<file path="config.mk">
export PLATFORM = sky130hd
export DESIGN_NAME = hazard_check
export DESIGN_NICKNAME = d
export VERILOG_FILES = /design/src/verilog/scalar_pkg.sv /design/src/verilog/hazard_check.sv
export SDC_FILE = /design/constraint.sdc
export NUM_CORES = 1
export LEC_CHECK = 0
export ABC_AREA = 1
export BUFFER_PORTS_ARGS = -buffer_cell sky130_fd_sc_hd__buf_4
export CAP_MARGIN = 20
export CORE_AREA = 3 3 61 69
export DETAILED_ROUTE_END_ITERATION = 8
export DIE_AREA = 0 0 64 72
export PLACE_DENSITY = 0.85
export SLEW_MARGIN = 20
export SYNTH_ARGS = -nofsm -noshare
export SYNTH_HDL_FRONTEND = slang
export SYNTH_SLANG_ARGS = --single-unit
</file>
<file path="constraint.sdc">
create_clock -name clock -period 2.45 [get_ports clock]
set_input_delay 0.1225 -clock clock [delete_from_list [all_inputs] [get_ports clock]]
set_output_delay 0.1225 -clock clock [all_outputs]
set_load 0.01 [all_outputs]
</file>
<file path="src/verilog/scalar_pkg.sv">
package scalar_pkg;

	////////////////////////////////////////////////////////////
	// Widths
	////////////////////////////////////////////////////////////
	localparam int DATA_W  = 32;
	localparam int REG_N   = 16;
	localparam int INSTR_W = 16;
	localparam int ISSUE_W = 4;	// ROB depth must stay within 2**ISSUE_W

	typedef logic [DATA_W-1:0]        data_t;
	typedef logic [$clog2(REG_N)-1:0] reg_idx_t;
	typedef logic [INSTR_W-1:0]       instr_t;
	typedef logic [ISSUE_W-1:0]       issue_no_t;

	// Opcode field, instr[15:12]; unlisted codes are no-operations
	typedef enum logic [3:0] {
		OP_LDI  = 4'h1,	// dst <= zero-extended instr[7:0]
		OP_ADD  = 4'h2,
		OP_SUB  = 4'h3,
		OP_AND  = 4'h4,
		OP_OR   = 4'h5,
		OP_XOR  = 4'h6,
		OP_MUL  = 4'h7,	// Lower 32 bits of the product
		OP_HALT = 4'hf
	} opcode_t;

	////////////////////////////////////////////////////////////
	// Bundles
	////////////////////////////////////////////////////////////
	typedef struct packed {
		logic       cyc;
		logic       stb;
		logic       we;
		logic [7:0] adr;
		instr_t     dat;
	} wb_req_t;

	typedef struct packed {
		logic   ack;
		instr_t dat;
	} wb_rsp_t;

	typedef struct packed {
		opcode_t    op;
		reg_idx_t   dst;
		logic [7:0] imm;
		issue_no_t  issue_no;
		logic       write;	// Result goes to the register file
	} issue_t;

	typedef struct packed {
		logic      valid;
		issue_no_t issue_no;
		data_t     data;
	} result_t;

	typedef struct packed {
		logic      valid;
		issue_no_t issue_no;
		reg_idx_t  dst;
		logic      write;
		data_t     data;
	} commit_t;

endpackage

</file>
<file path="src/verilog/hazard_check.sv">
`timescale 1ns/1ps

module hazard_check #(
	parameter int ROB_DEPTH = 8
) (
	input  logic                clock,
	input  logic                reset,
	input  logic                instr_valid,
	input  scalar_pkg::instr_t  instr,
	output logic                issue_ready,
	input  logic                rob_full,
	input  scalar_pkg::commit_t commit,
	output scalar_pkg::issue_t  issue,
	output logic                issue_valid
);

	// Issue numbers index the ROB, so they must not alias within it
	if (ROB_DEPTH > 2 ** scalar_pkg::ISSUE_W) begin : g_depth_check
		$error("ROB_DEPTH exceeds the issue number range");
	end

	scalar_pkg::opcode_t         op;
	scalar_pkg::reg_idx_t        dst;
	scalar_pkg::reg_idx_t        src1;
	scalar_pkg::reg_idx_t        src2;
	logic                        reads;
	logic                        writes;
	logic                        hazard;
	logic [scalar_pkg::REG_N-1:0] pending;	// Scoreboard, one bit per register
	scalar_pkg::issue_no_t       next_no;
	logic [1:0]                  mul_hist;	// MUL issued one and two cycles back

	////////////////////////////////////////////////////////////
	// Decode
	////////////////////////////////////////////////////////////
	assign op     = scalar_pkg::opcode_t'(instr[15:12]);
	assign dst    = instr[11:8];
	assign src1   = instr[7:4];
	assign src2   = instr[3:0];
	assign reads  = op inside {scalar_pkg::OP_ADD, scalar_pkg::OP_SUB, scalar_pkg::OP_AND,
		scalar_pkg::OP_OR, scalar_pkg::OP_XOR, scalar_pkg::OP_MUL};
	assign writes = reads || op == scalar_pkg::OP_LDI;

	// A non-MUL issued two cycles after a MUL would share its result slot
	assign hazard = (reads && (pending[src1] || pending[src2]))
		|| (writes && pending[dst])
		|| (mul_hist[1] && op != scalar_pkg::OP_MUL);

	assign issue_ready = !rob_full && !hazard;
	assign issue_valid = instr_valid && issue_ready;

	assign issue = '{op: op, dst: dst, imm: instr[7:0], issue_no: next_no, write: writes};

	always_ff @(posedge clock) begin
		if (reset) begin
			pending  <= '0;
			next_no  <= '0;
			mul_hist <= '0;
		end else begin
			if (commit.valid && commit.write)
				pending[commit.dst] <= 1'b0;
			if (issue_valid && writes)
				pending[dst] <= 1'b1;	// Never the register just cleared
			if (issue_valid)
				next_no <= next_no + 1'b1;
			mul_hist <= {mul_hist[0], issue_valid && op == scalar_pkg::OP_MUL};
		end
	end

endmodule

</file>
Word level (Yosys, flattened, before mapping)

Index checks and enable logic that the tools add are counted.

Bitwise operators: 3
Reductions and logical operators: 17
Equality and inequality tests: 8
$lt $le $gt $ge: 6
Add/subtract/negate cells: 1
Multiplexer cells: 13

Operator list:

| cell                                                                   | count |
|---|---|
| 16-bit two-way mux                                                     | 3 |
| 4-bit by 5-bit < comparator with 1-bit output (second input constant)  | 4 |
| 16-bit bitwise AND                                                     | 1 |
| 4-bit by 3-bit equality test with 1-bit output (second input constant) | 4 |
| 16-bit inverter                                                        | 1 |
| 16-bit OR                                                              | 1 |
| 1-bit binary-select mux with 4-bit select                              | 3 |
| 1-bit logical AND                                                      | 10 |
| 1-bit demux with 4-bit select                                          | 2 |
| 4-bit by 2-bit equality test with 1-bit output (second input constant) | 2 |
| 4-bit by 1-bit >= comparator with 1-bit output (second input constant) | 2 |
| 6-bit nonzero test                                                     | 1 |
| 1-bit two-way mux                                                      | 5 |
| 4-bit by 1-bit adder with 4-bit output (second input constant)         | 1 |
| 4-bit by 1-bit equality test with 1-bit output (second input constant) | 1 |
| 1-bit logical OR                                                       | 4 |
| 4-bit by 3-bit != test with 1-bit output (second input constant)       | 1 |
| 1-bit zero test                                                        | 2 |

Register bits after elaboration: 22
Output and inout bits: 23
Logic and storage cells: 51
Input bits: 62

Logic depth before layout (Yosys ltp)

Gate-level depths: netlist (run 1).

Depth after elaboration: 11
Mapped depth: 14
Depth with buffers taken out: 13

Worst setup path after synthesis (run 1)

No wires, ideal clock.

Kind: reg-to-reg
From: register pending[13] (netlist bit)
To: register pending[3] (netlist bit)
Stages on the path, launching flop included: 14
Slack: 1,063 ps
Required time: 2,380 ps
Arrival time: 1,317 ps
Period minus slack after synthesis: 1,387 ps
Buffers on the path: 2
Cells stage by stage: dfxtp_1 -> inv_1 -> nand2_1 -> nand3_1 -> nand3_1 -> nand3_1 -> nand2_1 -> nor2_1 -> nor2_1 -> nor2_2 -> buf_6 -> buf_12 -> nand4_1 -> a21oi_1

Longest elaborated chain between the ends: 11
Elaborated cells between the ends (all ways): 16
Classes of those cells: 7 x mux; 9 x reduce/logical

Ends and longest elaborated chain:

| element                                   | line               | text |
|---|---|---|
| from (decl)                               | hazard_check.sv:29 | `logic [scalar_pkg::REG_N-1:0] pending;` |
| from (signal assigned)                    | hazard_check.sv:56 | `pending <= '0;` |
| from (signal, indexed assignment)         | hazard_check.sv:61 | `pending[commit.dst] <= 1'b0;` |
| from (signal, indexed assignment)         | hazard_check.sv:63 | `pending[dst] <= 1'b1;` |
| 1-bit binary-select mux with 4-bit select | hazard_check.sv:45 | `assign hazard = (reads && (pending[src1] \|\| pending[src2]))` |
| 1-bit two-way mux (not written as such)   | hazard_check.sv:45 |  |
| 1-bit logical OR                          | hazard_check.sv:45 |  |
| 1-bit logical AND                         | hazard_check.sv:45 |  |
| 1-bit logical OR (*)                      | hazard_check.sv:46 | `\|\| (writes && pending[dst])` |
| 1-bit logical OR (*)                      | hazard_check.sv:47 | `\|\| (mul_hist[1] && op != scalar_pkg::OP_MUL);` |
| 1-bit zero test (*)                       | hazard_check.sv:49 | `assign issue_ready = !rob_full && !hazard;` |
| 1-bit logical AND (*)                     | hazard_check.sv:49 |  |
| named net issue_ready                     | hazard_check.sv:10 | `output logic issue_ready,` |
| 1-bit logical AND (*)                     | hazard_check.sv:50 | `assign issue_valid = instr_valid && issue_ready;` |
| 1-bit logical AND (*)                     | hazard_check.sv:62 | `if (issue_valid && writes)` |
| 16-bit two-way mux (*)                    | hazard_check.sv:62 |  |

The timed path passes the listed nets; every way through them passes the cells marked *. The select of a mux whose other input is x is not followed.
A chain may end at the register's enable or synchronous reset.

Worst setup path in the final report (run 1)

From: register pending[3] (netlist bit)
To: output port issue_valid

Longest elaborated chain between the ends: 9
Elaborated cells between the ends (all ways): 14
Classes of those cells: 6 x mux; 8 x reduce/logical

Ends and longest elaborated chain:

| element                                   | line               | text |
|---|---|---|
| 1-bit binary-select mux with 4-bit select | hazard_check.sv:45 |  |
| 1-bit two-way mux (not written as such)   | hazard_check.sv:45 |  |
| 1-bit logical OR                          | hazard_check.sv:45 |  |
| 1-bit logical AND                         | hazard_check.sv:45 |  |
| 1-bit logical OR (*)                      | hazard_check.sv:46 |  |
| 1-bit logical OR (*)                      | hazard_check.sv:47 |  |
| 1-bit zero test (*)                       | hazard_check.sv:49 |  |
| 1-bit logical AND (*)                     | hazard_check.sv:49 |  |
| 1-bit logical AND (*)                     | hazard_check.sv:50 |  |
| to (decl)                                 | hazard_check.sv:14 | `output logic issue_valid` |

Every way passes the cells marked *; elsewhere a longest branch is shown, timed or not. The select of a mux whose other input is x is not followed.

==> summary.md, run 1 <==
| Metric | Value |
|---|---|
| Clock Latency Late Sink | `between 0.2 and 0.3 ns` |
| Net Count, Synth | `355` |
| Worst Setup Path Type | `reg2out` |
| CTS tree | `done` |
| Leakage Power | `around 0.00097 uW` |
| Final Wtd Congestion | `~0.92` |
| Detailed-route via count | `roughly 1900` |
| Overall Power | `approximately 860 uW` |
| Yosys cell types | `24` |
| Slowest stage delay, CP | `about 0.34 ns` |
| Routed wire length | `about 4.5 mm` |
| Setup Buffers After CTS | `0` |
| Max transition margin | `between 80% and 90%` |
| Avg Cell Area, Syn | `around 6.1 um^2` |
| Hold buffer count at CTS | `0` |
| Post-CTS Resized | `0` |
| Worst hold slack | `about 0.17 ns` |
| Startpoint types | `register` |
| Detail Placement HPWL | `around 3.6 mm` |
| Worst Hold Depth | `3` |
| Switch share | `a little under a third` |
| Int Power | `between 500 and 600 uW` |
| Slowest CP cell | `dfxtp_1` |
| Sequential Power Share | `a little over two fifths` |
| Nets | `between 300 and 400` |
| I/O Buffers | `48` |
| Min cycle time layout | `around 2.0 ns` |
| Most frequent CP cell | `nand2_1` |
| Worst-Margin Slew | `about 0.24 ns` |
| Hold Crit Class | `in2reg` |
| Final core occ | `a little under three fifths` |
| Final Cycle Share | `between 80 and 90%` |
| Crit path capture type | `primary output` |
| Die area | `~0.0046 mm^2` |
| Critical path data required time | `2.33 ns` |
| Final setup TNS | `0 ns` |
| Clock Tree Buf Depth | `2` |
| YS warnings | `0` |
| Grt ovf | `0` |
| Row count | `23` |
| Vias/cell | `5.25` |
| H-tree depth | `1` |
| Die width | `~64 um` |
| Share of cells above drive strength 1 | `a little under a fifth` |
| Status | `complete, no violations` |
| R2R depth | `12` |
| Clk slew on worst S/H paths | `approximately 0.080 ns` |
| Hold Fails Final Rpt | `0` |
| Clock share of power | `a little under a third` |
| Num CTS Buffers | `3` |
| DRC viols | `0` |
| Synthesized area | `about 0.0018 mm^2` |
| Combinational Power Share | `26.5%` |
| Initial antenna violation count | `0` |
| Routed Antenna Nets | `0` |
| Cells after synthesis | `about 300` |
| Num Clock Sinks | `22` |
| Area Overhead vs Synth | `14.8%` |
| Power per cell area | `roughly 420 mW/mm^2` |
| Largest net degree at the start of global routing | `22` |
| Layout Skew | `0.00254 ns` |
| Sequential-to-total area share from yosys stat | `about 25%` |
| # diodes | `0` |
| RSZ-0062 raised after global routing | `no` |
| Root Buffer | `clkbuf_8` |
| Vias in the first global route | `1813` |
| WL per Instance | `between 10 and 15 um` |
| First-pass GRT wire length | `7.54 mm` |
| Crit path max fanout | `8` |
| Total GRT Usage | `approximately a fifth` |
| MaxCap Viol Count | `0` |
| Flops & latches, synth | `22` |
| I/O pin count | `85` |
| Worst vdd ir | `roughly 310 uV` |
| Final setup viols | `0` |
| Max Fclk | `about 0.5 GHz` |
| Crit path cell chain | `inv_1 > nand2_1 > nand3_1 > nand3_1 > nand3b_1 > nand2_1 > nor2_1 > nor2_1 > nor2_2 > nand2_1 > inv_1 > buf_4` |
| Chip Height | `approximately 72 um` |
| Switch Pwr | `around 260 uW` |
| Crit path DAT | `around 1.9 ns` |
| Initial DRC count | `202` |
| DRT Pass-1 Iters | `6` |
| Slew Viols, Final | `0` |
| Initial core utilization | `49.1%` |
| Core Area | `approximately 0.0036 mm^2` |
## cell type report
cell class	count	area, um^2
Fill cell	384	1570
Multi-Input combinational cell	201	937
Sequential cell	22	440
Inverter	42	158
Tap cell	50	62.6
Timing Repair Buffer	50	375
Clock buffer	4	55.1
## cells by family (layout without fill, tap and decap cells)
logic type,Yosys count,after routing,synth area share (%)
fa+ha+maj,1,1,0.708
flops,22,22,24.9
compound gates,43,43,12.3
buf+inv,69,96,22.0
xor+xnor,2,2,0.992
simple gates,155,155,39.0
## layout by cell type, fill, tap and decap left out, drive strengths merged
| cell type | Yosys | routed |
|---|---|---|
| nand3b | 1 | 1 |
| xor2 | 1 | 1 |
| o211ai | 1 | 1 |
| nor3 | 1 | 1 |
| nand3 | 36 | 36 |
| nor2 | 33 | 33 |
| buf | 25 | 50 |
| a21oi | 23 | 23 |
| nand2 | 64 | 64 |
| xnor2 | 1 | 1 |
| ha | 1 | 1 |
| o21ai | 19 | 19 |
| clkbuf | 2 | 4 |
| nand4 | 19 | 19 |
| inv | 42 | 42 |
| or2 | 1 | 1 |
| dfxtp | 22 | 22 |
## through the flow
stage | cell area [um^2] | setup slack (ns) | std cells
2_1_floorplan | 1770 | 1.06 | 292
3_3_place_gp | 1970 | 0.687 | 365
3_5_place_dp | 1970 | 0.685 | 365
4_1_cts | 2030 | 0.423 | 369
5_1_grt | 2030 | 0.209 | 369
6_report | 2030 | 0.457 | 369
## power by group through the flow
stage / sequential, uW / combinational, uW / clock (uW)
after floorplan: 374 / 163 / 0
after global placement: 374 / 222 / 0
after detailed placement: 374 / 225 / 0
after CTS: 366 / 227 / 267
after global routing: 366 / 254 / 282
final: 366 / 227 / 263
## cells in the mapped netlist
cell type / n / share of area (%)
or2_2: 1 / 0.35
nand3b_1: 1 / 0.43
o21ai_0: 18 / 5.1
inv_1: 39 / 8.3
dfxtp_1: 22 / 25
nor2_1: 30 / 6.4
o21ai_1: 1 / 0.28
nand3_1: 36 / 10
a21oi_1: 23 / 6.5
clkbuf_1: 1 / 0.21
buf_12: 1 / 1.1
inv_2: 3 / 0.64
ha_1: 1 / 0.71
buf_2: 2 / 0.57
o211ai_1: 1 / 0.43
nor2_2: 3 / 1.1
buf_4: 17 / 7.2
nor3_1: 1 / 0.28
nand4_1: 19 / 6.7
buf_6: 5 / 3.2
nand2_1: 64 / 14
clkbuf_8: 1 / 0.78
xnor2_1: 1 / 0.50
xor2_1: 1 / 0.50
## critical path, delay by kind of cell (launching register included)
family	cells	cell delay, ns
buf+inv	3	0.30
flops	1	0.34
simple gates	9	0.98
## worst paths after layout
| check | startpoint | slack [ns] | endpoint |
|---|---|---|---|
| worst max register to register | pending[3] | 0.68 | pending[5] |
| worst max-delay path | pending[3] | 0.46 | issue_valid |
| worst min register to register | mul_hist[0] | 0.41 | mul_hist[1] |
| worst min-delay path | instr[14] | 0.17 | mul_hist[0] |
## state kept, by name (all words and copies together), names as in the netlist
name      cells
pending      16
mul_hist      2
next_no       4
## layer usage
| layer | vias to the layer above | routed length [um] | GRT usage [%] |
|---|---|---|---|
| met1 | 846 | 1810 | 23.9 |
| met5 | - | 0 | 0 |
| li1 | 987 | - | - |
| met3 | 12 | 398 | 2.32 |
| met4 | 0 | 99 | 8.63 |
| met2 | 94 | 2200 | 35.6 |
Note: power is estimated with default switching activity, not from simulation.
==> run 2: changes to the inputs <==
--- a/config.mk
+++ b/config.mk
@@ -8,10 +8,10 @@
 export ABC_AREA = 1
 export BUFFER_PORTS_ARGS = -buffer_cell sky130_fd_sc_hd__buf_4
 export CAP_MARGIN = 20
-export CORE_AREA = 3 3 61 69
+export CORE_AREA = 3 3 66 75
 export DETAILED_ROUTE_END_ITERATION = 8
-export DIE_AREA = 0 0 64 72
-export PLACE_DENSITY = 0.85
+export DIE_AREA = 0 0 69 78
+export PLACE_DENSITY = 0.77
 export SLEW_MARGIN = 20
 export SYNTH_ARGS = -nofsm -noshare
 export SYNTH_HDL_FRONTEND = slang
==> constraint.sdc (replaced) <==
create_clock -name clock -period 1.6 [get_ports clock]
set_input_delay 0.08 -clock clock [delete_from_list [all_inputs] [get_ports clock]]
set_output_delay 0.08 -clock clock [all_outputs]
set_load 0.01 [all_outputs]
==> run 2 against run 1 <==
  * The flow now finishes with violations (setup timing)
  * Cell count is 6.0% higher
  * Critical path depth is 2 lower
  * Sequential power is 53% higher
  * Non-clock buffer count is 19 higher
  * Sequential share of layout area is 2.0 points lower
  * Clock skew hardly changed
  * Critical path type unchanged
  * Largest power group unchanged
==> summary.md, run 2 (same netlist as run 1, synthesis figures left out) <==
| Metric | Value |
|---|---|
| CTS tree | `done` |
| Slowest CP cell | `dfxtp_1` |
| Clock Tree Buf Depth | `2 (unchanged)` |
| Routed Antenna Nets | `0 (unchanged)` |
| Die width | `69 um (+7.8%)` |
| R2r setup slk | `-0.12 ns (-0.80 ns)` |
| Status | `finished with violations` |
| Worst hold slack | `0.137 ns (-0.0303 ns)` |
| Final core occ | `52.7% (-3.7 points)` |
| Max Fclk | `approximately 0.56 GHz` |
| Clock Latency Late Sink | `0.26 ns (about the same)` |
| Crit path max fanout | `4 (-4)` |
| Final worst setup slack | `-0.177 ns (-0.634 ns)` |
| Max transition margin | `74.6% (-9.1 points)` |
| Final setup TNS | `-1.53 ns (-1.53 ns)` |
| Worst vdd ir | `381 uV (+21%)` |
| Hold Crit Class | `in2reg` |
| Nets | `402 (+5.0%)` |
| Chip Height | `78 um (+8.3%)` |
| Routed wire length | `5.17 mm (+15%)` |
| Root Buffer | `clkbuf_8` |
| DRC viols | `0 (unchanged)` |
| Initial DRC count | `151 (-25%)` |
| Placed cell area | `0.00212 mm^2 (+7.2%)` |
| Share of cells above drive strength 1 | `30.3% (+11 points)` |
| Crit path DAT | `1.70 ns (-0.17 ns)` |
| First-pass GRT wire length | `8.55 mm (+13%)` |
| Slew Viols, Final | `0 (unchanged)` |
| Number of flip-flops in the largest register | `16 (unchanged)` |
| Total GRT Usage | `19.1% (-0.83 points)` |
| Row count | `25 (+8.7%)` |
| Post-route insts no fill | `391 (+6.0%)` |
| DRT Pass-1 Iters | `5 (-1)` |
| Power per cell area | `589 mW/mm^2 (+40%)` |
| Startpoint types | `register` |
| I/O pin count | `85 (unchanged)` |
| Area Overhead vs Synth | `26.9%` |
| Detailed-route via count | `2063 (+6.4%)` |
| Initial core utilization | `41.5% (-7.6 points)` |
| Slowest stage delay, CP | `0.36 ns (+0.02 ns)` |
| Grt ovf | `0 (unchanged)` |
| Crit path cell chain | `inv_2 > buf_4 > nand3_1 > nand4_1 > nand2_1 > nand3_1 > o21ai_1 > nor2_4 > buf_6 > buf_6` |
| Largest net degree at the start of global routing | `22 (unchanged)` |
| Num CTS Buffers | `3 (unchanged)` |
| Layout Skew | `0.00283 ns (+0.000296 ns)` |
| Final Wtd Congestion | `0.939 (+2.2%)` |
| Largest regs | `pending x16, next_no x4, mul_hist x2` |
| Core Area | `0.00425 mm^2 (+18%)` |
| Largest register by flop count | `pending` |
| Most frequent cells in the layout | `62 x nand2_1, 62 x buf_4, 33 x nand3_1, 28 x inv_1, 28 x nor2_1` |
| Die area | `0.00538 mm^2 (+17%)` |
| Final setup viols | `18 (+18)` |
| Placed insts | `384 (+5.2%)` |
| Min cycle time layout | `1.78 ns` |
| # diodes | `0 (unchanged)` |
| Failing checks | `setup timing` |
| Final Cycle Share | `111%` |
| WL per Instance | `13.2 um (+8.2%)` |
| Detail Placement HPWL | `3.92 mm (+9.9%)` |
| I/O Buffers | `48 (unchanged)` |
| Hold Fails Final Rpt | `0 (unchanged)` |
| Initial antenna violation count | `0 (unchanged)` |
| MaxCap Viol Count | `0 (unchanged)` |
| Worst-Margin Slew | `0.378 ns (+0.133 ns)` |
| Critical path data required time | `1.52 ns (-0.81 ns)` |
| Vias/cell | `5.28 (+0.41%)` |
| Vias in the first global route | `1884 (+3.9%)` |
| Leakage Power | `0.00108 uW (+10%)` |
| Crit path capture type | `primary output` |
| Worst Setup Path Type | `reg2out` |
| H-tree depth | `1 (unchanged)` |
| Hold buffer count at CTS | `0 (unchanged)` |
| Final instance area | `0.00224 mm^2 (+11%)` |
| Clk slew on worst S/H paths | `0.08 ns (about the same)` |
| Num Clock Sinks | `22 (unchanged)` |
| RSZ-0062 raised after global routing | `yes` |
-- run 2: changes by cell type in the layout (fill, tap and decap cells not counted), moves of 2 or more --
cell and change:
inv_2 +11, nand2_2 +2, dfxtp_2 +2, inv_1 -11
a21oi_2 +2, buf_6 +6, a21oi_1 -2, buf_4 +12
nand3_1 -3, nor2_1 -2, dfxtp_1 -2, nand2_1 -2
nand3_2 +3
-- run 2: worst paths after layout --
path / startpoint / endpoint / depth (start not counted)
worst min register to register: mul_hist[0] / mul_hist[1] / 2
worst max register to register: pending[5] / pending[3] / 12
worst min-delay path: reset / pending[7] / 2
worst max-delay path: pending[5] / issue_ready / 10
-- run 2: final cells by class --
cell class	count	area (um^2)
clock buffer	3	41.3
multi-input combinational	201	980
sequential	22	443
timing repair buffer	69	553
tap	54	67.6
inverter	42	158
fill	447	2010
-- run 2: metrics by stage --
| stage | setup slack [ns] | total power (uW) |
|---|---|---|
| 3_3_place_gp | -0.0871 | 948 |
| 3_5_place_dp | -0.115 | 952 |
| 4_1_cts | -0.130 | 1300 |
| 6_report | -0.177 | 1320 |
| 5_1_grt | -0.271 | 1380 |
| 2_1_floorplan | 0.213 | 822 |
-- run 2: routing by layer --
metal	vias to the layer above	routed length [um]	track usage (%)
li1	1027	-	-
met4	0	95	5.86
met3	11	387	2.33
met1	923	2100	23.5
met5	-	0	0
met2	102	2590	34.4
-- run 2: worst max-delay path: cells and delay by family, from the launching register on --
| family | cells | cell delay, ns |
|---|---|---|
| and+or+nand+nor | 5 | 0.43 |
| buffers and inverters | 4 | 0.42 |
| DFF | 1 | 0.36 |
| AOI/OAI and AO/OA | 1 | 0.22 |
-- run 2: timing repair --
action | in CTS | in global routing
endpoints found under the setup margin | 23 | 23
cloned | 0 | 1
setup buffers | 3 | 1
pin swaps | 6 | 9
gates resized for setup | 15 | 18
-- run 2: where the power goes --
group | switching, uW | internal, uW
Sequential | 6.13 | 554
Clock | 174 | 168
Combinational | 234 | 184
==> run 3: changes to the inputs <==
--- a/config.mk
+++ b/config.mk
@@ -8,10 +8,11 @@
 export ABC_AREA = 1
 export BUFFER_PORTS_ARGS = -buffer_cell sky130_fd_sc_hd__buf_4
 export CAP_MARGIN = 20
-export CORE_AREA = 3 3 66 75
+export CORE_AREA = 3 3 85 95
+export CTS_CLUSTER_DIAMETER = 80
 export DETAILED_ROUTE_END_ITERATION = 8
-export DIE_AREA = 0 0 69 78
-export PLACE_DENSITY = 0.77
+export DIE_AREA = 0 0 88 98
+export PLACE_DENSITY = 0.51
 export SLEW_MARGIN = 20
 export SYNTH_ARGS = -nofsm -noshare
 export SYNTH_HDL_FRONTEND = slang
==> run 3 against run 2 <==
  * The run still ends with setup timing left
  * Worst setup slack improved by 0.022 ns
  * Sequential share of layout area fell by 0.72 points
  * Via count fell by 0.87%
  * Maximum frequency rose by 1.3%
  * Hold slack got worse by 0.013 ns
  * Total power rose by 15%
  * First-iteration DRC count fell by 37%
  * Largest cell class unchanged
==> summary.md, run 3 (same netlist as run 1, synthesis figures left out) <==
| Metric | Value |
|---|---|
| # diodes | `0 (unchanged)` |
| Max Fclk | `0.570 GHz (+1.3%)` |
| Final instance area | `0.00235 mm^2 (+4.7%)` |
| I/O pin count | `85 (unchanged)` |
| Placed cell area | `0.00217 mm^2 (+2.5%)` |
| Critical path data required time | `1.52 ns (about the same)` |
| Worst hold slack | `0.123 ns (-0.0135 ns)` |
| Layout Skew | `0.0106 ns (+0.00781 ns)` |
| Initial core utilization | `24.9% (-17 points)` |
| Hold Crit Class | `in2reg` |
| WL per Instance | `12.9 um (-2.3%)` |
| CTS tree | `done` |
| Nets | `405 (+0.75%)` |
| DRC viols | `0 (unchanged)` |
| Post-Place Setup Slack | `-0.183 ns (-0.0675 ns)` |
| Final setup viols | `22 (+4)` |
| Root Buffer | `clkbuf_8` |
| Crit path DAT | `1.68 ns (-0.02 ns)` |
| MaxCap Viol Count | `0 (unchanged)` |
| Slowest stage delay, CP | `0.34 ns (-0.02 ns)` |
| Worst vdd ir | `359 uV (-5.8%)` |
| Crit path max fanout | `4 (unchanged)` |
| Detailed-route via count | `2045 (-0.87%)` |
| DRT Pass-1 Iters | `4 (-1)` |
| Largest regs | `pending x16, next_no x4, mul_hist x2` |
| Startpoint types | `register` |
| Grt ovf | `0 (unchanged)` |
| Clock Tree Buf Depth | `2 (unchanged)` |
| Worst-Margin Slew | `0.321 ns (-0.0567 ns)` |
| Busiest grt layer | `met2` |
| Vias in the first global route | `1947 (+3.3%)` |
| Most frequent cells in the layout | `66 x buf_4, 63 x nand2_1, 35 x nand3_1, 31 x inv_1, 28 x nor2_1` |
| GRT met3 Usage | `1.35% (-0.98 points)` |
| Failing checks | `setup timing` |
| Chip Height | `98 um (+26%)` |
| Power per cell area | `650 mW/mm^2 (+10%)` |
| Area Overhead vs Synth | `32.9%` |
| Routed Antenna Nets | `0 (unchanged)` |
| Final Wtd Congestion | `0.878 (-6.5%)` |
| Largest register by flop count | `pending` |
| First-pass GRT wire length | `8.84 mm (+3.4%)` |
| Largest net degree at the start of global routing | `22 (unchanged)` |
| Crit path capture type | `primary output` |
| Die width | `88 um (+28%)` |
| Global routing usage on met1 | `15.6% (-7.9 points)` |
| Leakage Power | `0.00111 uW (+3.4%)` |
| Clock Latency Late Sink | `0.27 ns (about the same)` |
| RSZ-0062 raised after global routing | `yes` |
| Share of cells above drive strength 1 | `31.1% (+0.82 points)` |
| H-tree depth | `1 (unchanged)` |
| Final worst setup slack | `-0.155 ns (+0.0220 ns)` |
| Die area | `0.00862 mm^2 (+60%)` |
| Routed wire length | `5.50 mm (+6.5%)` |
| Worst Setup Path Type | `reg2out` |
| Num CTS Buffers | `3 (unchanged)` |
| Slew Viols, Final | `0 (unchanged)` |
| Final Cycle Share | `110% (-1.4 points)` |
| Num Clock Sinks | `22 (unchanged)` |
| I/O Buffers | `48 (unchanged)` |
| Row count | `32 (+28%)` |
| Hold buffer count at CTS | `0 (unchanged)` |
| Detail Placement HPWL | `4.41 mm (+13%)` |
| Hold Fails Final Rpt | `0 (unchanged)` |
| Most common cell after layout, fill and taps aside | `buf_4` |
| Max transition margin | `78.4% (+3.8 points)` |
| Slowest CP cell | `dfxtp_1` |
| Crit path cell chain | `inv_1 > buf_4 > nand2_1 > nand4_1 > nand2_1 > nand3_2 > o21ai_4 > nor2_4 > nand2_2 > inv_1 > buf_4` |
| Vias/cell | `4.80 (-9.0%)` |
| Status | `finished with violations` |
| Total GRT Usage | `12.8% (-6.3 points)` |
| Overall Power | `1520 uW (+15%)` |
| Core Area | `0.00709 mm^2 (+67%)` |
| Initial DRC count | `95 (-37%)` |
| Met2 Usage GRT | `23.0% (-11 points)` |
| Initial antenna violation count | `0 (unchanged)` |
| Clk slew on worst S/H paths | `0.09 ns (about the same)` |
| Number of flip-flops in the largest register | `16 (unchanged)` |
| Min cycle time layout | `1.76 ns (-0.0220 ns)` |
-- run 3: layout make-up --
type,count,area [um^2]
clock buffer,3,41.3
clock inverter,1,30.0
fill,781,4740
inverter,42,158
multi-input combinational,201,985
sequential,22,447
tap,85,106
timing repair buffer,72,581
-- run 3: worst paths after layout --
| path | from | slack [ns] | end | cells after the start |
|---|---|---|---|---|
| setup / recovery | pending[4] | -0.16 | issue_valid | 11 |
| hold / removal | reset | 0.12 | pending[15] | 2 |
| setup reg to reg | pending[7] | -0.12 | pending[6] | 13 |
| hold reg to reg | mul_hist[0] | 0.43 | mul_hist[1] | 2 |
-- run 3: where the power goes --
| group | switching, uW | internal [uW] |
|---|---|---|
| Sequential | 5.80 | 554 |
| Clock | 196 | 335 |
| Combinational | 241 | 194 |
-- run 3: critical path, delay by kind of cell, from the launching register on --
family	cells	cell delay (ns)
DFF	1	0.34
AOI/OAI and AO/OA	1	0.18
buffers and inverters	4	0.37
and+or+nand+nor	6	0.53
-- run 3: routing by layer --
layer	part of all wire (%)	vias to the layer above
li1	-	1031
met1	44	925
met2	49	79
met3	5.1	10
met4	1.8	0
met5	0	-
-- run 3: per-stage QoR --
| step | setup TNS (ns) | instances | utilization (%) |
|---|---|---|---|
| floorplan | 0 | 292 | - |
| global placement | -0.726 | 417 | 30.6 |
| detailed placement | -1.12 | 417 | 30.6 |
| CTS | -1.43 | 426 | 32.9 |
| global route | -5.17 | 426 | 33.1 |
| finish | -1.60 | 426 | 33.1 |
-- run 3: timing repair --
action | 4_1_cts | 5_1_grt
setup buffers | 4 | 1
pin swaps | 5 | 10
gates cloned | 1 | 0
hold endpoints to repair | 0 | 0
resized for setup | 20 | 11
endpoints found under the setup margin | 23 | 23
