## config.mk

```make
export PLATFORM = sky130hd
export DESIGN_NAME = reorder_buff
export DESIGN_NICKNAME = d
export VERILOG_FILES = /design/src/verilog/scalar_pkg.sv /design/src/verilog/reorder_buff.sv
export SDC_FILE = /design/constraint.sdc
export NUM_CORES = 1
export LEC_CHECK = 0
export BUFFER_PORTS_ARGS = -buffer_cell sky130_fd_sc_hd__buf_4
export CORE_ASPECT_RATIO = 0.5
export CORE_MARGIN = 5
export CORE_UTILIZATION = 26
export DETAILED_ROUTE_END_ITERATION = 10
export PLACE_DENSITY = 0.51
export SYNTH_ARGS = -nofsm -noshare
export SYNTH_HDL_FRONTEND = slang
export SYNTH_SLANG_ARGS = --single-unit
```

## constraint.sdc

```tcl
create_clock -name clock -period 5.2 [get_ports clock]
set_input_delay 1.04 -clock clock [delete_from_list [all_inputs] [get_ports clock]]
set_output_delay 1.04 -clock clock [all_outputs]
set_load 0.05 [all_outputs]
```

## src/verilog/scalar_pkg.sv

```systemverilog
package scalar_pkg;

	////////////////////////////////////////////////////////////
	// Widths
	////////////////////////////////////////////////////////////
	localparam int DATA_W  = 32;
	localparam int REG_N   = 16;
	localparam int INSTR_W = 16;
	localparam int ISSUE_W = 4;	// ROB depth must stay within 2**ISSUE_W

	typedef logic [DATA_W-1:0]        data_t;
	typedef logic [$clog2(REG_N)-1:0] reg_idx_t;
	typedef logic [INSTR_W-1:0]       instr_t;
	typedef logic [ISSUE_W-1:0]       issue_no_t;

	// Opcode field, instr[15:12]; unlisted codes are no-operations
	typedef enum logic [3:0] {
		OP_LDI  = 4'h1,	// dst <= zero-extended instr[7:0]
		OP_ADD  = 4'h2,
		OP_SUB  = 4'h3,
		OP_AND  = 4'h4,
		OP_OR   = 4'h5,
		OP_XOR  = 4'h6,
		OP_MUL  = 4'h7,	// Lower 32 bits of the product
		OP_HALT = 4'hf
	} opcode_t;

	////////////////////////////////////////////////////////////
	// Bundles
	////////////////////////////////////////////////////////////
	typedef struct packed {
		logic       cyc;
		logic       stb;
		logic       we;
		logic [7:0] adr;
		instr_t     dat;
	} wb_req_t;

	typedef struct packed {
		logic   ack;
		instr_t dat;
	} wb_rsp_t;

	typedef struct packed {
		opcode_t    op;
		reg_idx_t   dst;
		logic [7:0] imm;
		issue_no_t  issue_no;
		logic       write;	// Result goes to the register file
	} issue_t;

	typedef struct packed {
		logic      valid;
		issue_no_t issue_no;
		data_t     data;
	} result_t;

	typedef struct packed {
		logic      valid;
		issue_no_t issue_no;
		reg_idx_t  dst;
		logic      write;
		data_t     data;
	} commit_t;

endpackage

```

## src/verilog/reorder_buff.sv

```systemverilog
`timescale 1ns/1ps

module reorder_buff #(
	parameter int ROB_DEPTH = 8	// Power of two, so issue numbers wrap cleanly
) (
	input  logic                clock,
	input  logic                reset,
	input  scalar_pkg::issue_t  issue,
	input  logic                issue_valid,
	input  scalar_pkg::result_t result,
	output scalar_pkg::commit_t commit,
	output logic                full,
	output logic                empty
);

	localparam int IDX_W = (ROB_DEPTH > 1) ? $clog2(ROB_DEPTH) : 1;
	localparam int CNT_W = $clog2(ROB_DEPTH + 1);

	scalar_pkg::reg_idx_t  ent_dst   [ROB_DEPTH];
	logic                  ent_write [ROB_DEPTH];
	scalar_pkg::data_t     ent_data  [ROB_DEPTH];
	logic [ROB_DEPTH-1:0]  ent_done;

	scalar_pkg::issue_no_t head_no;	// Oldest uncommitted issue number
	logic [CNT_W-1:0]      count;
	logic [IDX_W-1:0]      alloc_idx;
	logic [IDX_W-1:0]      res_idx;
	logic [IDX_W-1:0]      head_idx;
	logic                  do_commit;

	assign alloc_idx = IDX_W'(issue.issue_no % ROB_DEPTH);
	assign res_idx   = IDX_W'(result.issue_no % ROB_DEPTH);
	assign head_idx  = IDX_W'(head_no % ROB_DEPTH);

	assign full  = count == CNT_W'(ROB_DEPTH);
	assign empty = count == '0;

	////////////////////////////////////////////////////////////
	// In-order commit from the head
	////////////////////////////////////////////////////////////
	assign do_commit = ent_done[head_idx];
	assign commit = '{
		valid:    do_commit,
		issue_no: head_no,
		dst:      ent_dst[head_idx],
		write:    ent_write[head_idx],
		data:     ent_data[head_idx]
	};

	always_ff @(posedge clock) begin
		if (reset) begin
			ent_done <= '0;
			head_no  <= '0;
			count    <= '0;
		end else begin
			if (result.valid)
				ent_done[res_idx] <= 1'b1;
			if (do_commit) begin
				ent_done[head_idx] <= 1'b0;
				head_no            <= head_no + 1'b1;
			end
			count <= count + CNT_W'(issue_valid) - CNT_W'(do_commit);
		end
	end

	// Entry payload
	always_ff @(posedge clock) begin
		if (issue_valid) begin
			ent_dst[alloc_idx]   <= issue.dst;
			ent_write[alloc_idx] <= issue.write;
		end
		if (result.valid)
			ent_data[res_idx] <= result.data;
	end

endmodule

```

## Yosys cells after proc, flatten, opt, wreduce, memory -nomap -nowiden

Memory sizes are Yosys's and may differ from the RTL's. A register that Yosys moved wholly into a read port is not among the register bits.
Index checks and enable logic that the tools add are counted.

- Register bits: 16
- RAM bits: 296
- Bits of input ports: 61
- Output and inout bits: 44
- Logic and storage cells: 39
- Memories kept: 3

Memory list:

| memory | words | width | read ports | clocked after Yosys merged registers in | write ports | line | text |
|---|---|---|---|---|---|---|---|
| ent_data | 8 | 32 | 1 | 1 | 1 | reorder_buff.sv:21 | `scalar_pkg::data_t ent_data [ROB_DEPTH];` |
| ent_dst | 8 | 4 | 1 | 1 | 1 | reorder_buff.sv:19 | `scalar_pkg::reg_idx_t ent_dst [ROB_DEPTH];` |
| ent_write | 8 | 1 | 1 | 1 | 1 | reorder_buff.sv:20 | `logic ent_write [ROB_DEPTH];` |

- Add/sub/neg operators: 3
- Magnitude comparators: 4
- Equality and inequality tests: 1
- Multiplexer cells: 19
- Bitwise operators: 3
- Reductions and logical operators: 3

Operator list:

| kind | count |
|---|---|
| 8-bit two-way mux | 3 |
| 3-bit two-way mux | 6 |
| 8-bit bitwise AND | 1 |
| 3-bit by 4-bit < comparator with 1-bit output, second input constant | 2 |
| 8-bit inverter | 1 |
| 8-bit OR | 1 |
| 1-bit two-way mux | 7 |
| 1-bit demux with 3-bit select | 2 |
| 3-bit by 1-bit >= comparator with 1-bit output, second input constant | 2 |
| 4-bit by 1-bit adder with 4-bit output | 1 |
| 4-bit by 1-bit adder with 4-bit output, second input constant | 1 |
| 4-bit equality test, second input constant | 1 |
| 4-bit logical NOT | 1 |
| 4-bit by 1-bit subtractor with 4-bit output | 1 |
| 1-bit binary-select mux with 3-bit select | 1 |
| 1-bit logical AND | 2 |

## Longest topological paths before layout

Gate-level depths: netlist (run 1).

- Depth after elaboration: 9
- Gate-level depth with buffers: 11
- Mapped depth without buffers: 10

## Least setup slack after synthesis (run 1)

Ideal clock, no wire load.

- Path kind: input to register
- Start: input port result[32] in the netlist's numbering
- End: memory ent_data[0][0] in the netlist's numbering (enable)
- Setup time: 464 ps
- Arrival: 3475 ps
- Data required time: 4736 ps
- Path slack: 1262 ps
- Stages on the path: 2
- Buffers on the path: 0
- Cells stage by stage: nand2b_1 > nor3_1

RTL lines:

| what | line | text |
|---|---|---|
| start, declared | reorder_buff.sv:10 | `input scalar_pkg::result_t result,` |
| end, declared | reorder_buff.sv:21 |  |

Straight into the memory's write port.

==> metrics.md, run 1 <==
| Metric | Value |
|---|---|
| DR vias | `5480` |
| Clock H-tree levels | `1` |
| Num ports | `105` |
| Maximum buffer depth of the clock tree | `3` |
| Most frequent standard cell in the layout excluding fill and tap cells | `sky130_fd_sc_hd__edfxtp_1` |
| #FFs+latches synth | `roughly 320` |
| Final worst path period need | `~4 ns` |
| First-pass GRT wire length | `36900 um` |
| Unrepaired setup endpoints after global routing | `false` |
| Post-detail-place hpwl | `14200 um` |
| Number of nets produced by synthesis | `616` |
| Ratio of cells with drive above 1 in the final layout | `39.4%` |
| Portion of total power attributed to the clock network | `39.6%` |
| Endpoint of the most critical register-to-register path | `count[2]$_SDFF_PP0_` |
| Cells resized by post-CTS repair | `0` |
| Average wire per standard cell | `between 15 and 20 um` |
| Top area cells in the synthesized netlist | `sky130_fd_sc_hd__edfxtp_1, sky130_fd_sc_hd__mux4_2, sky130_fd_sc_hd__mux2_2, sky130_fd_sc_hd__dfxtp_1, sky130_fd_sc_hd__nor2_1` |
| Max IR drop VDD | `0.000216 V` |
| CP required | `~4.2 ns` |
| Critical path startpoint category | `flip-flop` |
| Placeable Area | `45600 um^2` |
| Distinct cell type count after synthesis | `30` |
| Routability Congestion | `0.696` |
| Summed negative setup slack over all endpoints | `0 ns` |
| Total CTS buffers | `31` |
| Internal power consumption | `4.32 mW` |
| Cell area after technology mapping | `12100 um^2` |
| Switching share of power | `21.1%` |
| Summed area of non-filler cells in the final layout | `14600 um^2` |
| Final Skew | `0.00352 ns` |
| Standby leakage power | `4.56 nW` |
| Delay of the slowest cell on the worst path | `around 0.92 ns` |
| Final net count | `725` |
| Post-CTS clock slew at the launch and capture registers of the worst setup and hold paths | `0.06 ns` |
| Worst hold slack after final layout | `0.517 ns` |
| Part of the Yosys area used for sequential elements | `between 70 and 80%` |
| Launch point of the worst reg-to-reg path | `head_no[0]$_SDFFE_PP0P_` |
| Most frequent cell on the critical path | `sky130_fd_sc_hd__buf_4` |
| Aggregate global-route resource usage | `9.43%` |
| GRT overflow | `0` |
| Antenna violations before repair | `0` |
| Maximum number of pins on one net before global-route repair | `68` |
| Worst-Margin Slew | `1.12 ns` |
| Hold Path End | `ent_done[1]$_SDFF_PP0_` |
| Total power divided by cell area | `376 nW/um^2` |
| Drt pass-1 iters | `4` |
| Outcome | `finished, final reports clean` |
| Number of cells on the worst reg-to-reg path | `10` |
| Commonest cells after routing, fill and taps aside | `sky130_fd_sc_hd__edfxtp_1, sky130_fd_sc_hd__buf_4, sky130_fd_sc_hd__mux4_2` |
| Buffers inserted during post-CTS setup optimization | `0` |
| Clock sink count | `between 300 and 400` |
| Number of DRC violations after detailed routing | `0` |
| Number of warnings issued by yosys | `0` |
| Die outline area | `51300 um^2` |
| Net load switching power | `about 1.2 mW` |
| Number of port buffers | `90` |
| Tightest slew margin relative to the limit | `25.6%` |
| Number of slew-limit violations in the final report | `0` |
| TritonCTS clock tree | `done` |
| DIE WIDTH | `315 um` |
| Critical Path Fanout Max | `40` |
| Critical Path Slowest Stage Cell | `sky130_fd_sc_hd__dfxtp_4` |
| Total placed instance area | `13600 um^2` |
| Critical Setup Path Class | `flip-flop to output port` |
| Mean instance size in the synthesized netlist | `between 20 and 25 um^2` |
| Worst Min Path Start | `ent_done[1]$_SDFF_PP0_` |
| Top cell type's share of synthesized area | `73.3%` |
| Cell Chain, Critical Path | `buf_4 -> mux4_2 -> mux2_2 -> buf_4` |
| Number of failing hold endpoints at the final stage | `0` |
| Combinational share of power | `7.4%` |
| Starting density of the core | `26.6%` |
| Worst-Skew Late Latency | `0.55 ns` |
| Worst reg2reg setup slack | `~2.5 ns` |
| Clock root cell | `sky130_fd_sc_hd__clkbuf_16` |
| Die extent in y | `163 um` |
| # rows | `55` |
| Maximum Capacitance Violations | `0` |
| Post-layout worst setup margin | `1.23 ns` |
| Area growth from synthesis to layout | `20.1%` |
| DP Worst Slack | `1.70 ns` |
| Data arrival time at the worst-slack endpoint | `just under 3 ns` |
| Max Fclk | `252 MHz` |
| Via count of the first global-routing pass | `5905` |
| Worst Hold Path Cells | `1` |
| Period Utilization, post-route | `76.3%` |
| Antenna diode count | `0` |
| Number of hold buffers added after cts | `0` |
| Worst setup EP type | `output port` |
| Sequential group share of total power | `between 50% and 60%` |
| Path category of the worst min-delay check | `flip-flop to flip-flop` |
| Vias/cell | `4.20` |
| Total routed wirelength | `24600 um` |
| Top cell type by total area after synthesis | `sky130_fd_sc_hd__edfxtp_1` |
| Number of routed nets with antenna violations | `0` |
| Final count of negative-setup-slack endpoints | `0` |
| Cell count after synthesis | `547` |
| Tot Pwr | `roughly 5.5 mW` |
| Number of DRC markers after the initial detailed-route iteration | `260` |
power groups by stage:
stage / Combinational, mW / Sequential, mW / Clock, mW
2_1_floorplan: 0.277 / 2.94 / 0
3_3_place_gp: 0.406 / 2.95 / 0
3_5_place_dp: 0.413 / 2.96 / 0
4_1_cts: 0.414 / 2.90 / 2.23
5_1_grt: 0.435 / 2.91 / 2.35
6_report: 0.403 / 2.90 / 2.17
layout make-up:
type / instances / area [um^2]
Multi-Input combinational cell: 197 / 2710
Tap cell: 627 / 785
Sequential cell: 315 / 9280
Timing Repair Buffer: 102 / 778
Inverter: 9 / 33.8
Fill cell: 4329 / 31100
Clock inverter: 14 / 169
Clock buffer: 41 / 813
how the worst max path moves through the flow:
| stage | start | end | slack (ns) |
|---|---|---|---|
| after floorplan | result[32] | ent_data[0][0]$_DFFE_PP_ | 1.26 |
| after global placement | flip-flop | commit[32] | 1.69 |
| after detailed placement | flip-flop | commit[32] | 1.70 |
| after CTS | flip-flop | commit[32] | 1.09 |
| after global routing | flip-flop | commit[32] | 0.98 |
| final | flip-flop | commit[36] | 1.23 |
worst max-delay path, delay by kind of cell, from the launching register on:
kind | cells | cell delay, ns
buffers and inverters | 2 | 0.59
flip-flops | 1 | 0.92
multiplexers | 2 | 0.84
registers in the layout (all words and copies together) (netlist names), named ones only:
| name | count |
|---|---|
| count | 4 |
| ent_dst | 32 |
| ent_write | 8 |
| head_no | 4 |
| ent_data | 256 |
| ent_done | 8 |
cell usage after synthesis:
master and number:
sky130_fd_sc_hd__o21ai_0 1, sky130_fd_sc_hd__a22oi_1 1, sky130_fd_sc_hd__buf_1 3, sky130_fd_sc_hd__buf_2 9, sky130_fd_sc_hd__nand4_1 3, sky130_fd_sc_hd__fa_1 1
sky130_fd_sc_hd__mux2_2 37, sky130_fd_sc_hd__clkbuf_2 1, sky130_fd_sc_hd__nand2_1 8, sky130_fd_sc_hd__nand2b_1 7, sky130_fd_sc_hd__o22ai_1 1, sky130_fd_sc_hd__a311oi_1 7
sky130_fd_sc_hd__a31oi_1 1, sky130_fd_sc_hd__nor3_1 4, sky130_fd_sc_hd__xnor2_1 1, sky130_fd_sc_hd__buf_4 1, sky130_fd_sc_hd__edfxtp_1 296, sky130_fd_sc_hd__buf_6 7
sky130_fd_sc_hd__mux4_2 76, sky130_fd_sc_hd__nor2b_1 3, sky130_fd_sc_hd__xor2_1 2, sky130_fd_sc_hd__mux2i_1 3, sky130_fd_sc_hd__nor2_1 25, sky130_fd_sc_hd__and3_1 3
sky130_fd_sc_hd__a21o_1 2, sky130_fd_sc_hd__clkbuf_1 5, sky130_fd_sc_hd__ha_1 7, sky130_fd_sc_hd__a21oi_1 4, sky130_fd_sc_hd__inv_1 9, sky130_fd_sc_hd__dfxtp_1 19
cells by family (layout without fill, tap and decap cells):
| family | Yosys count | after routing | share of synthesized area, % |
|---|---|---|---|
| AO/OA/AOI/OAI | 17 | 17 | 1.00 |
| XOR/XNOR | 3 | 3 | 0.217 |
| adder cells (fa/ha/maj) | 8 | 8 | 0.887 |
| buffers and inverters | 35 | 166 | 1.65 |
| flip-flops | 315 | 315 | 76.4 |
| multiplexers | 116 | 116 | 17.8 |
| AND/OR/NAND/NOR | 53 | 53 | 2.01 |
per-stage QoR:
stage | std cells | utilization (%)
after floorplan | 547 | -
after global placement | 1250 | 29.8
after detailed placement | 1250 | 29.8
after CTS | 1305 | 31.9
after global routing | 1305 | 31.9
final | 1305 | 31.9
metal layers:
| metal | up-vias | track usage (%) | share of wire [%] |
|---|---|---|---|
| met5 | - | 0 | 0 |
| met4 | 0 | 2.35 | 2.1 |
| met3 | 39 | 1.64 | 2.8 |
| met2 | 65 | 17.9 | 55 |
| met1 | 2888 | 11.1 | 40 |
| li1 | 2488 | - | - |
Power figures use the tool's default switching activity.
==> run 2: changes to the inputs <==
Settings changed: ABC_AREA set to 1.
Clock period 5.2 ns to 4 ns, I/O delays scaled along.
==> metrics.md, run 2 <==
| Metric | Value |
|---|---|
| Delay of the slowest cell on the worst path | `0.53 ns (-0.39 ns)` |
| Number of DRC violations after detailed routing | `0 (unchanged)` |
| Most instantiated cells after synthesis | `sky130_fd_sc_hd__edfxtp_1, sky130_fd_sc_hd__nor2_1, sky130_fd_sc_hd__o21ai_0` |
| Number of failing hold endpoints at the final stage | `0 (unchanged)` |
| Maximum number of pins on one net before global-route repair | `149 (+120%)` |
| Critical Path Fanout Max | `75 (+88%)` |
| Tightest slew margin relative to the limit | `35.3% (+9.7 points)` |
| Number of nets produced by synthesis | `1146 (+86%)` |
| Critical path startpoint category | `flip-flop` |
| Final count of negative-setup-slack endpoints | `0 (unchanged)` |
| Final Skew | `0.00540 ns (+0.00188 ns)` |
| Period Utilization, post-route | `a little over four fifths` |
| Clock H-tree levels | `2 (+1)` |
| Die outline area | `53400 um^2 (+4.1%)` |
| Placeable Area | `48300 um^2 (+5.8%)` |
| Post-detail-place hpwl | `15800 um (+11%)` |
| Cell area after technology mapping | `12600 um^2 (+4.3%)` |
| Post-CTS clock slew at the launch and capture registers of the worst setup and hold paths | `0.06 ns (about the same)` |
| DIE WIDTH | `322 um (+2.1%)` |
| Drt pass-1 iters | `4 (unchanged)` |
| Outcome | `finished, final reports clean` |
| Critical Setup Path Class | `flip-flop to output port` |
| Finished Core Util | `31.3% (-0.67 points)` |
| Mean instance size in the synthesized netlist | `11.7 um^2 (-47%)` |
| Buffers inserted during post-CTS setup optimization | `0 (unchanged)` |
| Top cell type by total area after synthesis | `sky130_fd_sc_hd__edfxtp_1` |
| Most frequent standard cell in the layout excluding fill and tap cells | `sky130_fd_sc_hd__edfxtp_1` |
| Ratio of cells with drive above 1 in the final layout | `14.2% (-25 points)` |
| Total power divided by cell area | `598 nW/um^2 (+59%)` |
| # rows | `57 (+3.6%)` |
| Number of routed nets with antenna violations | `0 (unchanged)` |
| Fill cells | `4785 (+11%)` |
| Tot Pwr | `9.02 mW (+65%)` |
| Cell Chain, Critical Path | `inv_4 -> buf_12 -> o21ai_0 -> o21ai_1 -> nand2_1 -> nand2_1 -> buf_4` |
| Clock sink count | `315 (unchanged)` |
| Antenna diode count | `0 (unchanged)` |
| Number of slew-limit violations in the final report | `0 (unchanged)` |
| Register bank with the most flops | `ent_data` |
| Post-synth EDFFs | `296 (unchanged)` |
| Final net count | `1226 (+69%)` |
| Number of port buffers | `90 (unchanged)` |
| Cell class contributing the biggest share of worst-path delay | `buffers and inverters` |
| Clock root cell | `sky130_fd_sc_hd__clkbuf_16` |
| Dominant register cell in the synthesized netlist | `sky130_fd_sc_hd__edfxtp_1` |
| #FFs+latches synth | `315 (unchanged)` |
| Area taken by flip-flops and latches | `9280 um^2 (unchanged)` |
| Area growth from synthesis to layout | `19.4%` |
| Most frequent cell on the critical path | `sky130_fd_sc_hd__nand2_1` |
| Buf+Inv Stages, Crit Path | `3 (+1)` |
| Starting density of the core | `26.2% (-0.38 points)` |
| Number of DRC markers after the initial detailed-route iteration | `480 (+85%)` |
| Number of hold buffers added after cts | `0 (unchanged)` |
| Via count of the first global-routing pass | `8329 (+41%)` |
| Die extent in y | `166 um (+2.0%)` |
| Worst-Margin Slew | `0.969 ns (-0.147 ns)` |
| GRT overflow | `0 (unchanged)` |
| Top cell type's share of synthesized area | `70.3% (-3.0 points)` |
| Final worst path period need | `roughly 3.3 ns` |
| Summed negative setup slack over all endpoints | `0 ns (unchanged)` |
| TritonCTS clock tree | `done` |
| Path category of the worst min-delay check | `flip-flop to flip-flop` |
| Worst setup EP type | `output port` |
| FFs w/ async S/R, synth | `0% (unchanged)` |
| Part of the Yosys area used for sequential elements | `73.3% (-3.1 points)` |
| Top-count cell post-synth | `sky130_fd_sc_hd__edfxtp_1` |
| Critical Path Slowest Stage Cell | `sky130_fd_sc_hd__inv_4` |
| Worst Min Path Start | `head_no[3]$_SDFFE_PP0P_` |
| Max reg flops | `256 (unchanged)` |
| Commonest cells after routing, fill and taps aside | `sky130_fd_sc_hd__edfxtp_1, sky130_fd_sc_hd__nor2_1, sky130_fd_sc_hd__o21ai_0` |
| Num ports | `105 (unchanged)` |
| Max IR drop VDD | `0.000275 V (+28%)` |
| DR vias | `7922 (+45%)` |
| Cell count after synthesis | `1077 (+97%)` |
| Antenna violations before repair | `0 (unchanged)` |
| Multi-input combinational cell area | `3020 um^2 (+11%)` |
| Max Fclk | `roughly 300 MHz` |
| CP required | `3.20 ns (-0.96 ns)` |
| Maximum Capacitance Violations | `0 (unchanged)` |
| Total CTS buffers | `35 (+13%)` |
| Unrepaired setup endpoints after global routing | `false` |
| Average wire per standard cell | `16.0 um (-15%)` |
| Standby leakage power | `5.28 nW (+16%)` |
| Launch point of the worst reg-to-reg path | `head_no[0]$_SDFFE_PP0P_` |
| Data arrival time at the worst-slack endpoint | `2.53 ns (-0.40 ns)` |
| Routability Congestion | `0.734 (+5.5%)` |
| Largest registers ranked by flip-flop count | `ent_data (256), ent_dst (32)` |
| Number of warnings issued by yosys | `0 (unchanged)` |
| Cells resized by post-CTS repair | `0 (unchanged)` |
| Maximum buffer depth of the clock tree | `3 (unchanged)` |
| Vias/cell | `4.33 (+3.1%)` |
| First-pass GRT wire length | `45500 um (+23%)` |
| Worst-Skew Late Latency | `0.49 ns (-0.06 ns)` |
| Top area cells in the synthesized netlist | `sky130_fd_sc_hd__edfxtp_1, sky130_fd_sc_hd__nor2_1, sky130_fd_sc_hd__o21ai_0, sky130_fd_sc_hd__nand2_1, sky130_fd_sc_hd__dfxtp_1` |
| Distinct cell type count after synthesis | `28 (-6.7%)` |
| Aggregate global-route resource usage | `10.7% (+1.2 points)` |
| Total routed wirelength | `29300 um (+19%)` |
run 2: changes by cell type after synthesis, sizes merged, moves of 7 or more:
cell,change
a311oi,-7
clkbuf,+23
mux4,-76
buf,+11
nand2,+142
inv,+23
nand2b,-7
nor2,+237
mux2,-37
o21ai,+226
run 2: path summary, 6_finish.rpt:
check	end	slack, ns	cells after the start
worst min-delay path	head_no[3]$_SDFFE_PP0P_	0.51	2
worst max register to register	count[2]$_SDFF_PP0_	1.51	14
worst min register to register	head_no[3]$_SDFFE_PP0P_	0.51	2
worst max-delay path	commit[18]	0.67	7
run 2: layer usage:
layer	share of wire (%)	global-route usage (%)
met3	2.8	1.51
met5	0	0
met2	55	21.1
met1	41	11.9
met4	2.1	2.82
run 2: layout make-up:
| type | count | share of cell area (%) |
|---|---|---|
| Tap cell | 649 | 5.38 |
| Sequential cell | 315 | 61.5 |
| Clock inverter | 9 | 0.414 |
| Inverter | 32 | 0.812 |
| Multi-Input combinational cell | 670 | 20.0 |
| Clock buffer | 52 | 6.51 |
| Timing Repair Buffer | 103 | 5.45 |
run 2: through the flow:
stage | worst slack (ns) | cells | hold WS [ns] | cell area (um^2)
global placement | 1.20 | 1769 | 0.495 | 14100
floorplan | 1.08 | 1077 | 0.494 | 12600
CTS | 0.651 | 1830 | 0.513 | 15100
finish | 0.667 | 1830 | 0.511 | 15100
global route | 0.493 | 1830 | 0.516 | 15100
detailed placement | 1.17 | 1769 | 0.503 | 14100
run 2: worst register-to-register path, stage by stage, from the launching register on:
cell	delay, ns
sky130_fd_sc_hd__dfxtp_1	0.54
sky130_fd_sc_hd__inv_2	0.20
sky130_fd_sc_hd__nand2_1	0.10
sky130_fd_sc_hd__nand2_1	0.05
sky130_fd_sc_hd__nand2_1	0.07
sky130_fd_sc_hd__nand2_1	0.08
sky130_fd_sc_hd__inv_1	0.10
sky130_fd_sc_hd__nand2_4	0.12
sky130_fd_sc_hd__ha_1	0.29
sky130_fd_sc_hd__inv_1	0.05
sky130_fd_sc_hd__ha_1	0.13
sky130_fd_sc_hd__inv_1	0.06
sky130_fd_sc_hd__fa_1	0.40
sky130_fd_sc_hd__xor2_1	0.14
sky130_fd_sc_hd__nor2_1	0.05
run 2: cells by family (layout without fill, tap and decap cells):
group / Yosys count / after routing / synth area share (%)
fa+ha+maj: 8 / 8 / 0.851
buf+inv: 92 / 196 / 3.34
simple gates: 424 / 424 / 12.9
xor+xnor: 3 / 3 / 0.208
compound gates: 235 / 235 / 9.38
flops: 315 / 315 / 73.3
run 2: report_power, final:
part	internal [mW]	total [mW]	switching [mW]	leakage (nW)
Sequential	3.74	3.84	0.0943	2.85
Clock	1.75	2.92	1.16	0.505
Combinational	0.656	2.27	1.61	1.93
==> run 3: changes to the inputs <==
Settings changed: ABC_AREA 1 to 0.
Clock period 4 ns to 3.3 ns, I/O delays scaled along.
==> metrics.md, run 3 (synthesis gave the netlist of run 1 again) <==
| Metric | Value |
|---|---|
| Placeable Area | `45600 um^2 (-5.5%)` |
| Starting density of the core | `26.6% (+0.38 points)` |
| Most frequent standard cell in the layout excluding fill and tap cells | `sky130_fd_sc_hd__edfxtp_1` |
| Worst-Skew Late Latency | `0.55 ns (+0.06 ns)` |
| Summed negative setup slack over all endpoints | `0 ns (unchanged)` |
| Post-detail-place hpwl | `13900 um (-12%)` |
| Antenna violations before repair | `0 (unchanged)` |
| Number of cells on the worst reg-to-reg path | `10 (-4)` |
| Clock H-tree levels | `1 (-1)` |
| Final worst path period need | `3.12 ns` |
| Antenna diode count | `0 (unchanged)` |
| CP required | `2.64 ns (-0.56 ns)` |
| Maximum buffer depth of the clock tree | `3 (unchanged)` |
| Data arrival time at the worst-slack endpoint | `2.46 ns (-0.07 ns)` |
| Detailed-route wire length on metal 1 | `9690 um (-18%)` |
| Area growth from synthesis to layout | `20.9%` |
| Tightest slew margin relative to the limit | `48.3% (+13 points)` |
| Standby leakage power | `4.58 nW (-13%)` |
| Cells resized by post-CTS repair | `0 (unchanged)` |
| Total CTS buffers | `31 (-11%)` |
| DR vias | `5535 (-30%)` |
| Final Skew | `0.00500 ns (-0.000409 ns)` |
| Highest metal layer with signal wires | `met4` |
| Maximum number of pins on one net before global-route repair | `51 (-66%)` |
| Worst-Margin Slew | `0.770 ns (-0.199 ns)` |
| Critical path startpoint category | `flip-flop` |
| Total routed wirelength | `24300 um (-17%)` |
| Worst setup EP type | `output port` |
| Final count of negative-setup-slack endpoints | `0 (unchanged)` |
| Vias/cell | `4.23 (-2.3%)` |
| Critical Path Fanout Max | `24 (-68%)` |
| Number of slew-limit violations in the final report | `0 (unchanged)` |
| Number of DRC violations after detailed routing | `0 (unchanged)` |
| # rows | `55 (-3.5%)` |
| Number of hold buffers added after cts | `0 (unchanged)` |
| GRT overflow | `0 (unchanged)` |
| Ratio of cells with drive above 1 in the final layout | `39.6% (+25 points)` |
| Routability Congestion | `0.664 (-9.5%)` |
| Num ports | `105 (unchanged)` |
| Clock sink count | `315 (unchanged)` |
| Total power divided by cell area | `587 nW/um^2 (-1.8%)` |
| Maximum Capacitance Violations | `0 (unchanged)` |
| Die extent in y | `163 um (-2.0%)` |
| Clock root cell | `sky130_fd_sc_hd__clkbuf_16` |
| Aggregate global-route resource usage | `9.43% (-1.2 points)` |
| Max Fclk | `approximately 320 MHz` |
| TritonCTS clock tree | `done` |
| Number of port buffers | `90 (unchanged)` |
| Critical Setup Path Class | `flip-flop to output port` |
| Finished Core Util | `32.1% (+0.87 points)` |
| Worst Hold Path Cells | `1 (-1)` |
| Worst hold slack after final layout | `0.324 ns (-0.187 ns)` |
| Met3 WL | `710 um (-12%)` |
| Number of DRC markers after the initial detailed-route iteration | `284 (-41%)` |
| Commonest cells after routing, fill and taps aside | `sky130_fd_sc_hd__edfxtp_1, sky130_fd_sc_hd__buf_4, sky130_fd_sc_hd__mux4_2` |
| First-pass GRT wire length | `37200 um (-18%)` |
| DIE WIDTH | `315 um (-2.0%)` |
| Path category of the worst min-delay check | `primary input to flip-flop` |
| Period Utilization, post-route | `between 90 and 100%` |
| Largest registers ranked by flip-flop count | `ent_data (256), ent_dst (32)` |
| Die outline area | `51300 um^2 (-3.9%)` |
| Final net count | `726 (-41%)` |
| Register bank with the most flops | `ent_data` |
| Max IR drop VDD | `0.000360 V (+31%)` |
| Number of routed nets with antenna violations | `0 (unchanged)` |
| Met2 WL | `13400 um (-16%)` |
| Post-CTS clock slew at the launch and capture registers of the worst setup and hold paths | `0.06 ns (about the same)` |
| Max reg flops | `256 (unchanged)` |
| Average wire per standard cell | `18.5 um (+16%)` |
| Unrepaired setup endpoints after global routing | `false` |
| Buffers inserted during post-CTS setup optimization | `0 (unchanged)` |
| Number of failing hold endpoints at the final stage | `0 (unchanged)` |
| Via count of the first global-routing pass | `6125 (-26%)` |
| Outcome | `finished, final reports clean` |
| Drt pass-1 iters | `4 (unchanged)` |
-- run 3: stage by stage --
stage	setup WS (ns)	cells	total power, mW	area [um^2]
floorplan	0.609	547	5.07	12100
global placement	0.692	1251	5.29	13700
detailed placement	0.690	1251	5.31	13700
CTS	0.0924	1309	8.72	14700
global route	0.0256	1309	8.94	14700
finish	0.184	1309	8.60	14700
-- run 3: final timing paths --
path | endpoint | slack (ns) | startpoint
worst max register to register | count[2]$_SDFF_PP0_ | 0.70 | head_no[0]$_SDFFE_PP0P_
worst min-delay path | ent_data[3][8]$_DFFE_PP_ | 0.32 | result[8]
worst max-delay path | commit[36] | 0.18 | flip-flop
worst min register to register | ent_done[1]$_SDFF_PP0_ | 0.52 | ent_done[1]$_SDFF_PP0_
-- run 3: where the power goes --
group          switching (mW)  total (mW)  leakage (nW)  internal (mW)
Sequential             0.0381        4.55          2.85           4.51
Clock                    1.43        3.40         0.473           1.97
Combinational           0.390       0.657          1.26          0.267
-- run 3: cell type report --
| cell class | instances | area (um^2) |
|---|---|---|
| multi-input combinational | 197 | 2730 |
| fill | 4349 | 31000 |
| sequential | 315 | 9280 |
| clock buffer | 41 | 813 |
| clock inverter | 17 | 166 |
| tap | 627 | 785 |
| inverter | 9 | 33.8 |
| timing repair buffer | 103 | 861 |
-- run 3: layer usage --
layer | vias up | GRT usage [%]
met5 | - | 0
met4 | 0 | 2.21
met3 | 31 | 1.83
met2 | 57 | 17.8
met1 | 2958 | 11.1
li1 | 2489 | -
-- run 3: worst max-delay path, cell delays in order (launching register included) --
cell,delay (ns)
sky130_fd_sc_hd__dfxtp_4,0.35
sky130_fd_sc_hd__buf_4,0.43
sky130_fd_sc_hd__mux4_2,0.58
sky130_fd_sc_hd__mux2_2,0.31
sky130_fd_sc_hd__buf_4,0.20
